$ cat src/core_pkg.sv
package core_pkg;

  // ========================================
  // Widths
  // ========================================
  localparam int DATA_WIDTH    = 32;
  localparam int REG_COUNT     = 32;
  localparam int REG_IDX_WIDTH = 5;

  typedef logic [DATA_WIDTH-1:0]    word_t;
  typedef logic [REG_IDX_WIDTH-1:0] reg_idx_t;

  // ========================================
  // Encodings
  // ========================================
  localparam logic [6:0] OPC_REG = 7'b0110011;
  localparam logic [6:0] OPC_IMM = 7'b0010011;

  localparam logic [2:0] FN3_ADD = 3'b000;
  localparam logic [2:0] FN3_SLL = 3'b001;
  localparam logic [2:0] FN3_XOR = 3'b100;
  localparam logic [2:0] FN3_SRL = 3'b101;
  localparam logic [2:0] FN3_OR  = 3'b110;
  localparam logic [2:0] FN3_AND = 3'b111;

  localparam logic [6:0] FN7_BASE   = 7'b0000000;
  localparam logic [6:0] FN7_ALT    = 7'b0100000;
  localparam logic [6:0] FN7_MULDIV = 7'b0000001;

  typedef enum logic [2:0] {
    ALU_ADD,
    ALU_SUB,
    ALU_AND,
    ALU_OR,
    ALU_XOR,
    ALU_SLL,
    ALU_SRL
  } alu_op_t;

  // Same 32 bits, two field layouts
  typedef struct packed {
    logic [6:0]  funct7;
    reg_idx_t    rs2;
    reg_idx_t    rs1;
    logic [2:0]  funct3;
    reg_idx_t    rd;
    logic [6:0]  opcode;
  } reg_fmt_t;

  typedef struct packed {
    logic [11:0] imm12;
    reg_idx_t    rs1;
    logic [2:0]  funct3;
    reg_idx_t    rd;
    logic [6:0]  opcode;
  } imm_fmt_t;

  typedef union packed {
    reg_fmt_t reg_view;
    imm_fmt_t imm_view;
  } instr_u;

endpackage

$ cat src/instr_decode.sv
module instr_decode import core_pkg::*; (
  input  logic     clk_i,
  input  logic     rst_i,
  input  logic     instr_valid_i,
  input  instr_u   instr_i,
  input  word_t    rs1_data_i,
  input  word_t    rs2_data_i,
  output reg_idx_t rs1_idx_o,
  output reg_idx_t rs2_idx_o,
  output logic     alu_issue_o,
  output alu_op_t  alu_op_o,
  output word_t    alu_a_o,
  output word_t    alu_b_o,
  output reg_idx_t alu_rd_o,
  output logic     mul_issue_o,
  output word_t    mul_a_o,
  output word_t    mul_b_o,
  output reg_idx_t mul_rd_o
);

  logic     is_alu;
  logic     is_mul;
  alu_op_t  op_d;
  word_t    b_d;
  reg_idx_t rd_d;

  // rs1 sits at the same bits in both forms
  assign rs1_idx_o = instr_i.reg_view.rs1;
  assign rs2_idx_o = instr_i.reg_view.rs2;

  always_comb begin
    is_alu = 1'b0;
    is_mul = 1'b0;
    op_d   = ALU_ADD;
    b_d    = rs2_data_i;
    rd_d   = instr_i.reg_view.rd;

    case (instr_i.reg_view.opcode)
      OPC_REG: begin
        is_alu = 1'b1;
        case ({instr_i.reg_view.funct7, instr_i.reg_view.funct3})
          {FN7_BASE, FN3_ADD}: op_d = ALU_ADD;
          {FN7_ALT, FN3_ADD}:  op_d = ALU_SUB;
          {FN7_BASE, FN3_SLL}: op_d = ALU_SLL;
          {FN7_BASE, FN3_XOR}: op_d = ALU_XOR;
          {FN7_BASE, FN3_SRL}: op_d = ALU_SRL;
          {FN7_BASE, FN3_OR}:  op_d = ALU_OR;
          {FN7_BASE, FN3_AND}: op_d = ALU_AND;
          {FN7_MULDIV, FN3_ADD}: begin
            is_alu = 1'b0;
            is_mul = 1'b1;
          end
          default: is_alu = 1'b0;
        endcase
      end
      OPC_IMM: begin
        is_alu = 1'b1;
        b_d    = {{(DATA_WIDTH-12){instr_i.imm_view.imm12[11]}}, instr_i.imm_view.imm12};
        case (instr_i.imm_view.funct3)
          FN3_ADD: op_d = ALU_ADD;
          FN3_XOR: op_d = ALU_XOR;
          FN3_OR:  op_d = ALU_OR;
          FN3_AND: op_d = ALU_AND;
          default: is_alu = 1'b0;
        endcase
      end
      default: ;
    endcase
  end

  // ========================================
  // Issue registers
  // ========================================
  always_ff @(posedge clk_i) begin
    if (!rst_i) begin
      alu_issue_o <= 1'b0;
      mul_issue_o <= 1'b0;
    end else begin
      alu_issue_o <= instr_valid_i & is_alu;
      mul_issue_o <= instr_valid_i & is_mul;
    end
  end

  always_ff @(posedge clk_i) begin
    if (instr_valid_i && is_alu) begin
      alu_op_o <= op_d;
      alu_a_o  <= rs1_data_i;
      alu_b_o  <= b_d;
      alu_rd_o <= rd_d;
    end
    if (instr_valid_i && is_mul) begin
      mul_a_o  <= rs1_data_i;
      mul_b_o  <= rs2_data_i;
      mul_rd_o <= rd_d;
    end
  end

endmodule

$ cat src/alu_execute.sv
module alu_execute import core_pkg::*; (
  input  logic     clk_i,
  input  logic     rst_i,
  input  logic     alu_issue_i,
  input  alu_op_t  alu_op_i,
  input  word_t    alu_a_i,
  input  word_t    alu_b_i,
  input  reg_idx_t alu_rd_i,
  output logic     wb_valid_o,
  output reg_idx_t wb_rd_o,
  output word_t    wb_data_o
);

  logic [4:0] shamt;
  word_t      result;

  // Only the low five bits shift
  assign shamt = alu_b_i[4:0];

  always_comb begin
    case (alu_op_i)
      ALU_ADD: result = alu_a_i + alu_b_i;
      ALU_SUB: result = alu_a_i - alu_b_i;
      ALU_AND: result = alu_a_i & alu_b_i;
      ALU_OR:  result = alu_a_i | alu_b_i;
      ALU_XOR: result = alu_a_i ^ alu_b_i;
      ALU_SLL: result = alu_a_i << shamt;
      ALU_SRL: result = alu_a_i >> shamt;
      default: result = '0;
    endcase
  end

  // ========================================
  // Retire register
  // ========================================
  always_ff @(posedge clk_i) begin
    if (!rst_i) begin
      wb_valid_o <= 1'b0;
    end else begin
      wb_valid_o <= alu_issue_i;
    end
  end

  always_ff @(posedge clk_i) begin
    if (alu_issue_i) begin
      wb_rd_o   <= alu_rd_i;
      wb_data_o <= result;
    end
  end

endmodule

$ cat src/mul_pipeline.sv
module mul_pipeline import core_pkg::*; #(
  parameter int MUL_STAGES = 5
)(
  input  logic     clk_i,
  input  logic     rst_i,
  input  logic     mul_issue_i,
  input  word_t    mul_a_i,
  input  word_t    mul_b_i,
  input  reg_idx_t mul_rd_i,
  output logic     wb_valid_o,
  output reg_idx_t wb_rd_o,
  output word_t    wb_data_o
);

  logic     valid_q [MUL_STAGES];
  reg_idx_t rd_q    [MUL_STAGES];
  word_t    prod_q  [MUL_STAGES];
  word_t    product;

  // Low half of the product only
  assign product = mul_a_i * mul_b_i;

  // ========================================
  // Valid chain
  // ========================================
  always_ff @(posedge clk_i) begin
    if (!rst_i) begin
      for (int i = 0; i < MUL_STAGES; i++) begin
        valid_q[i] <= 1'b0;
      end
    end else begin
      valid_q[0] <= mul_issue_i;
      for (int i = 1; i < MUL_STAGES; i++) begin
        valid_q[i] <= valid_q[i-1];
      end
    end
  end

  // ========================================
  // Payload chain
  // ========================================
  always_ff @(posedge clk_i) begin
    rd_q[0]   <= mul_rd_i;
    prod_q[0] <= product;
    for (int i = 1; i < MUL_STAGES; i++) begin
      rd_q[i]   <= rd_q[i-1];
      prod_q[i] <= prod_q[i-1];
    end
  end

  assign wb_valid_o = valid_q[MUL_STAGES-1];
  assign wb_rd_o    = rd_q[MUL_STAGES-1];
  assign wb_data_o  = prod_q[MUL_STAGES-1];

endmodule

$ cat src/result_writeback.sv
module result_writeback import core_pkg::*; (
  input  logic     clk_i,
  input  logic     rst_i,
  input  logic     alu_wb_valid_i,
  input  reg_idx_t alu_wb_rd_i,
  input  word_t    alu_wb_data_i,
  input  logic     mul_wb_valid_i,
  input  reg_idx_t mul_wb_rd_i,
  input  word_t    mul_wb_data_i,
  input  reg_idx_t rs1_idx_i,
  input  reg_idx_t rs2_idx_i,
  output word_t    rs1_data_o,
  output word_t    rs2_data_o
);

  word_t regs_q [REG_COUNT];

  logic alu_we;
  logic mul_we;

  // x0 is hardwired
  assign alu_we = alu_wb_valid_i && (alu_wb_rd_i != '0);
  assign mul_we = mul_wb_valid_i && (mul_wb_rd_i != '0);

  // ========================================
  // Write ports
  // ========================================
  always_ff @(posedge clk_i) begin
    if (!rst_i) begin
      for (int i = 0; i < REG_COUNT; i++) begin
        regs_q[i] <= '0;
      end
    end else begin
      if (mul_we) begin
        regs_q[mul_wb_rd_i] <= mul_wb_data_i;
      end
      // Younger ALU result overrides a same-edge multiply
      if (alu_we) begin
        regs_q[alu_wb_rd_i] <= alu_wb_data_i;
      end
    end
  end

  // ========================================
  // Read ports
  // ========================================
  assign rs1_data_o = (rs1_idx_i == '0) ? '0 : regs_q[rs1_idx_i];
  assign rs2_data_o = (rs2_idx_i == '0) ? '0 : regs_q[rs2_idx_i];

endmodule

$ cat src/int_core.sv
module int_core import core_pkg::*; #(
  parameter int MUL_STAGES = 5
)(
  input  logic     clk_i,
  input  logic     rst_i,
  input  logic     instr_valid_i,
  input  instr_u   instr_i,
  output logic     alu_wb_valid_o,
  output reg_idx_t alu_wb_rd_o,
  output word_t    alu_wb_data_o,
  output logic     mul_wb_valid_o,
  output reg_idx_t mul_wb_rd_o,
  output word_t    mul_wb_data_o
);

  // Operand read
  reg_idx_t rs1_idx, rs2_idx;
  word_t    rs1_data, rs2_data;

  // Issue to ALU
  logic     alu_issue;
  alu_op_t  alu_op;
  word_t    alu_a, alu_b;
  reg_idx_t alu_rd;

  // Issue to multiplier
  logic     mul_issue;
  word_t    mul_a, mul_b;
  reg_idx_t mul_rd;

  instr_decode u_decode (
    .clk_i         (clk_i),
    .rst_i         (rst_i),
    .instr_valid_i (instr_valid_i),
    .instr_i       (instr_i),
    .rs1_data_i    (rs1_data),
    .rs2_data_i    (rs2_data),
    .rs1_idx_o     (rs1_idx),
    .rs2_idx_o     (rs2_idx),
    .alu_issue_o   (alu_issue),
    .alu_op_o      (alu_op),
    .alu_a_o       (alu_a),
    .alu_b_o       (alu_b),
    .alu_rd_o      (alu_rd),
    .mul_issue_o   (mul_issue),
    .mul_a_o       (mul_a),
    .mul_b_o       (mul_b),
    .mul_rd_o      (mul_rd)
  );

  alu_execute u_alu (
    .clk_i       (clk_i),
    .rst_i       (rst_i),
    .alu_issue_i (alu_issue),
    .alu_op_i    (alu_op),
    .alu_a_i     (alu_a),
    .alu_b_i     (alu_b),
    .alu_rd_i    (alu_rd),
    .wb_valid_o  (alu_wb_valid_o),
    .wb_rd_o     (alu_wb_rd_o),
    .wb_data_o   (alu_wb_data_o)
  );

  mul_pipeline #(
    .MUL_STAGES (MUL_STAGES)
  ) u_mul (
    .clk_i       (clk_i),
    .rst_i       (rst_i),
    .mul_issue_i (mul_issue),
    .mul_a_i     (mul_a),
    .mul_b_i     (mul_b),
    .mul_rd_i    (mul_rd),
    .wb_valid_o  (mul_wb_valid_o),
    .wb_rd_o     (mul_wb_rd_o),
    .wb_data_o   (mul_wb_data_o)
  );

  result_writeback u_result (
    .clk_i          (clk_i),
    .rst_i          (rst_i),
    .alu_wb_valid_i (alu_wb_valid_o),
    .alu_wb_rd_i    (alu_wb_rd_o),
    .alu_wb_data_i  (alu_wb_data_o),
    .mul_wb_valid_i (mul_wb_valid_o),
    .mul_wb_rd_i    (mul_wb_rd_o),
    .mul_wb_data_i  (mul_wb_data_o),
    .rs1_idx_i      (rs1_idx),
    .rs2_idx_i      (rs2_idx),
    .rs1_data_o     (rs1_data),
    .rs2_data_o     (rs2_data)
  );

endmodule

$ cat config.mk
export PLATFORM = sky130hd
export DESIGN_NAME = int_core
export DESIGN_NICKNAME = d
export VERILOG_FILES = /design/src/core_pkg.sv /design/src/instr_decode.sv /design/src/alu_execute.sv /design/src/mul_pipeline.sv /design/src/result_writeback.sv /design/src/int_core.sv
export SDC_FILE = /design/constraint.sdc
export NUM_CORES = 2
export LEC_CHECK = 0
export BUFFER_PORTS_ARGS = -buffer_cell sky130_fd_sc_hd__buf_2
export CAP_MARGIN = 5
export CORE_ASPECT_RATIO = 1.4
export CORE_MARGIN = 5
export CORE_UTILIZATION = 65
export DETAILED_ROUTE_END_ITERATION = 16
export HOLD_SLACK_MARGIN = 0.03
export PLACE_DENSITY_LB_ADDON = 0.1
export SLEW_MARGIN = 30
export SYNTH_ARGS = -nofsm -noshare
export SYNTH_HDL_FRONTEND = slang
export SYNTH_SLANG_ARGS = --single-unit
$ cat constraint.sdc
create_clock -name clk_i -period 12.2 [get_ports clk_i]
set_clock_uncertainty 0.1 [all_clocks]
set_input_delay 1.83 -clock clk_i [delete_from_list [all_inputs] [get_ports clk_i]]
set_output_delay 1.83 -clock clk_i [all_outputs]
set_load 0.05 [all_outputs]
==> metrics.txt <==
outcome complete, no violations; post-CTS resize count 0; syn_area_per_cell 13.5 sq um; worst flop-to-flop path endpoint u_mul.prod_q[0][31]$_DFF_P_; Worst Setup End Kind register; Hold Path End u_mul.rd_q[3][0]$_DFF_P_; Setup TNS 0 ns; pin count of the biggest net entering global routing about 110; R2R Setup Slk 4.33 ns; final RePlAce weighted congestion 0.971; post-synthesis cell type count 76; crit path DAT 8.42 ns; initial core utilization about two thirds; FMAX 127 MHz; Post-Syn Instances 6721; HP Class reg -> reg; time the worst path needs with I/O delays and setup 7.87 ns; Starting DRT DRC Count 10.3k; Worst Setup Start Kind register; most frequent cells in the layout edfxtp_1 (1202), a22o_1 (992), mux4_2 (689); Gate power share 8.5%; final setup violation count 0; Clock power frac around two fifths; CTS tree built; sequential fraction of the synthesis area 44.0%; net switching power 2.51 mW; most common cell after layout, fill and taps aside edfxtp_1; IO Pins 111; Layout area overhead 7.76%; worst r2r src u_decode.mul_b_o[5]$_DFFE_PP_; FFs w/ async S/R, synth 0%; min-delay src u_mul.rd_q[2][0]$_DFF_P_; die area 147000 sq um; RSZ-0062 raised after global routing no; Synth area leaders edfxtp_1 (40%), mux4_2 (17%), a22o_1 (9.6%); die width about 330 um; Worst Tran Pin Value 1.09 ns; Total GRT Usage 44.2%; Core ar. 139000 sq um; CTS Hold Buffers Added 0; WL/cell 38.7 um; Via Count 65.8k; hold path cells 0; Congestion Overflow GR 0; Num CTS Buffers between 100 and 150; initial antenna violation count 28; Net Sw Frac a little under a quarter; vias in the first global route 67.1k; Clk Latency, worst-skew pair slightly above 0.8 ns; Post-Route WL 328000 um; Worst VDD drop 0.135 mV; warnings from Yosys 0; Seq cells post-synth 1395; top cell type's share of synthesized area 39.8%; fraction of layout cells with a size suffix above 1 21.0%; Vias/cell between 7 and 8; Seq pwr share 50.7%; first-pass GRT wire length around 460000 um; DRT antenna net count 0; CTS root buf clkbuf_16; Slew Viols, Final 0; Post-synth EDFFs 1202; ys flop type edfxtp_1; Hold Fails Final Rpt 0; Syn Std Cell Area 90700 sq um; final core utilization 70.3%; Pint 8.07 mW; FP Rows ~160; PortBufs between 100 and 150; H-tree Lvls 4; Clock Sinks 1395; Max clock buf depth 3; WS Path Type reg -> reg; Power per Cell Area 108 nW/um^2; Leak 37.1 nW; Register-to-Register Path Depth 22; largest fanout on the critical path 27; DR DRC count 0; Worst slew margin 27.3%; Reg clk slew, reported paths 0.06 ns; Tcrit/Tclk final 64.5%; hpwl dp 207000 um; Die H 452 um; max cap viols 0; CP required 12.76 ns; Final Net Count 7163; post-CTS setup buffer count 0; Synth area leader edfxtp_1; DRT Pass-1 Iters 8
-- cells by family after synthesis --
family | after synthesis | synth area share (%)
multiplexers | 816 | 18.6
other | 1 | 0.00413
flip-flops | 1395 | 44.0
XOR/XNOR | 132 | 1.27
buffers and inverters | 1208 | 5.26
AND/OR/NAND/NOR | 1082 | 5.90
AO/OA/AOI/OAI | 1458 | 12.9
adder cells (fa/ha/maj) | 629 | 12.1
-- cell usage after synthesis, types with 88 or more instances --
| master | count |
|---|---|
| a21oi_1 | 125 |
| a22o_1 | 992 |
| and2_1 | 324 |
| clkbuf_1 | 605 |
| dfxtp_1 | 193 |
| edfxtp_1 | 1202 |
| fa_1 | 409 |
| ha_1 | 220 |
| inv_1 | 469 |
| mux2i_1 | 88 |
| mux4_2 | 689 |
| nand2_1 | 348 |
| nor2_1 | 229 |
| xnor2_1 | 107 |
-- area by class of cell --
cell class	instances	area [sq um]
repair buffers	345	2460
fillers	9504	41300
clock inverters	60	495
flip-flops and latches	1395	40000
diodes	67	168
multi-input cells	4149	46700
well taps	1804	2260
inverters	472	1770
clock buffers	189	3990
-- metal layers --
metal | wire length [um] | track usage [%] | up-vias
met2 | 151000 | 69.0 | 5941
met4 | 35500 | 36.6 | 18
met1 | 96900 | 50.8 | 32724
li1 | - | - | 25252
met3 | 44000 | 13.1 | 1842
met5 | 208 | 0.584 | -
-- registers in the layout (all words and copies together) (netlist names) --
name                  count
u_result.regs_q        1024
u_mul.prod_q            160
u_alu.wb_data_o          32
u_decode.alu_a_o         32
u_decode.alu_b_o         32
u_decode.mul_a_o         32
u_decode.mul_b_o         32
u_mul.rd_q               25
u_alu.wb_rd_o             5
u_decode.alu_rd_o         5
u_decode.mul_rd_o         5
u_mul.valid_q             5
u_decode.alu_op_o         3
u_alu.wb_valid_o          1
u_decode.alu_issue_o      1
u_decode.mul_issue_o      1
-- worst max-delay path by stage --
stage / startpoint / end / cells past startpoint
6_report: u_decode.mul_b_o[5]$_DFFE_PP_ / u_mul.prod_q[0][31]$_DFF_P_ / 22
5_1_grt: u_decode.mul_b_o[2]$_DFFE_PP_ / u_mul.prod_q[0][31]$_DFF_P_ / 22
4_1_cts: u_decode.mul_b_o[8]$_DFFE_PP_ / u_mul.prod_q[0][31]$_DFF_P_ / 23
3_5_place_dp: u_decode.mul_b_o[8]$_DFFE_PP_ / u_mul.prod_q[0][31]$_DFF_P_ / 23
3_3_place_gp: u_decode.mul_b_o[2]$_DFFE_PP_ / u_mul.prod_q[0][31]$_DFF_P_ / 22
2_1_floorplan: instr_i[27] / u_decode.mul_a_o[0]$_DFFE_PP_ / 4
-- critical path, cell delays in order, from the launching register on --
cell,delay (ns)
edfxtp_1,0.99
and2_1,0.27
fa_1,0.43
fa_1,0.51
fa_1,0.52
inv_1,0.05
fa_1,0.47
inv_1,0.05
fa_1,0.54
inv_1,0.07
fa_1,0.53
inv_1,0.05
fa_1,0.50
fa_1,0.44
ha_1,0.36
and3_1,0.21
and2_1,0.17
a221oi_1,0.33
o32ai_1,0.17
nor4_1,0.35
o31ai_1,0.18
o41ai_1,0.34
xnor2_1,0.10
-- per-stage QoR --
step	total power [mW]	hold slack, ns	cell area [sq um]	setup WS [ns]	cells
floorplan	5.98	0.210	90800	1.97	6752
global placement	6.30	0.211	93000	4.41	8158
detailed placement	6.32	0.212	93000	4.35	8161
CTS	10.5	0.226	97500	4.29	8410
global route	10.8	0.231	97700	3.95	8472
finish	10.6	0.226	97800	4.33	8481
-- power by group through the flow --
stage	clock [mW]	sequential (mW)	combinational [mW]
floorplan	0	5.44	0.536
global placement	0	5.44	0.853
detailed placement	0	5.46	0.864
CTS	4.31	5.36	0.865
global route	4.53	5.37	0.903
finish	4.32	5.37	0.900
Power figures use the tool's default switching activity.
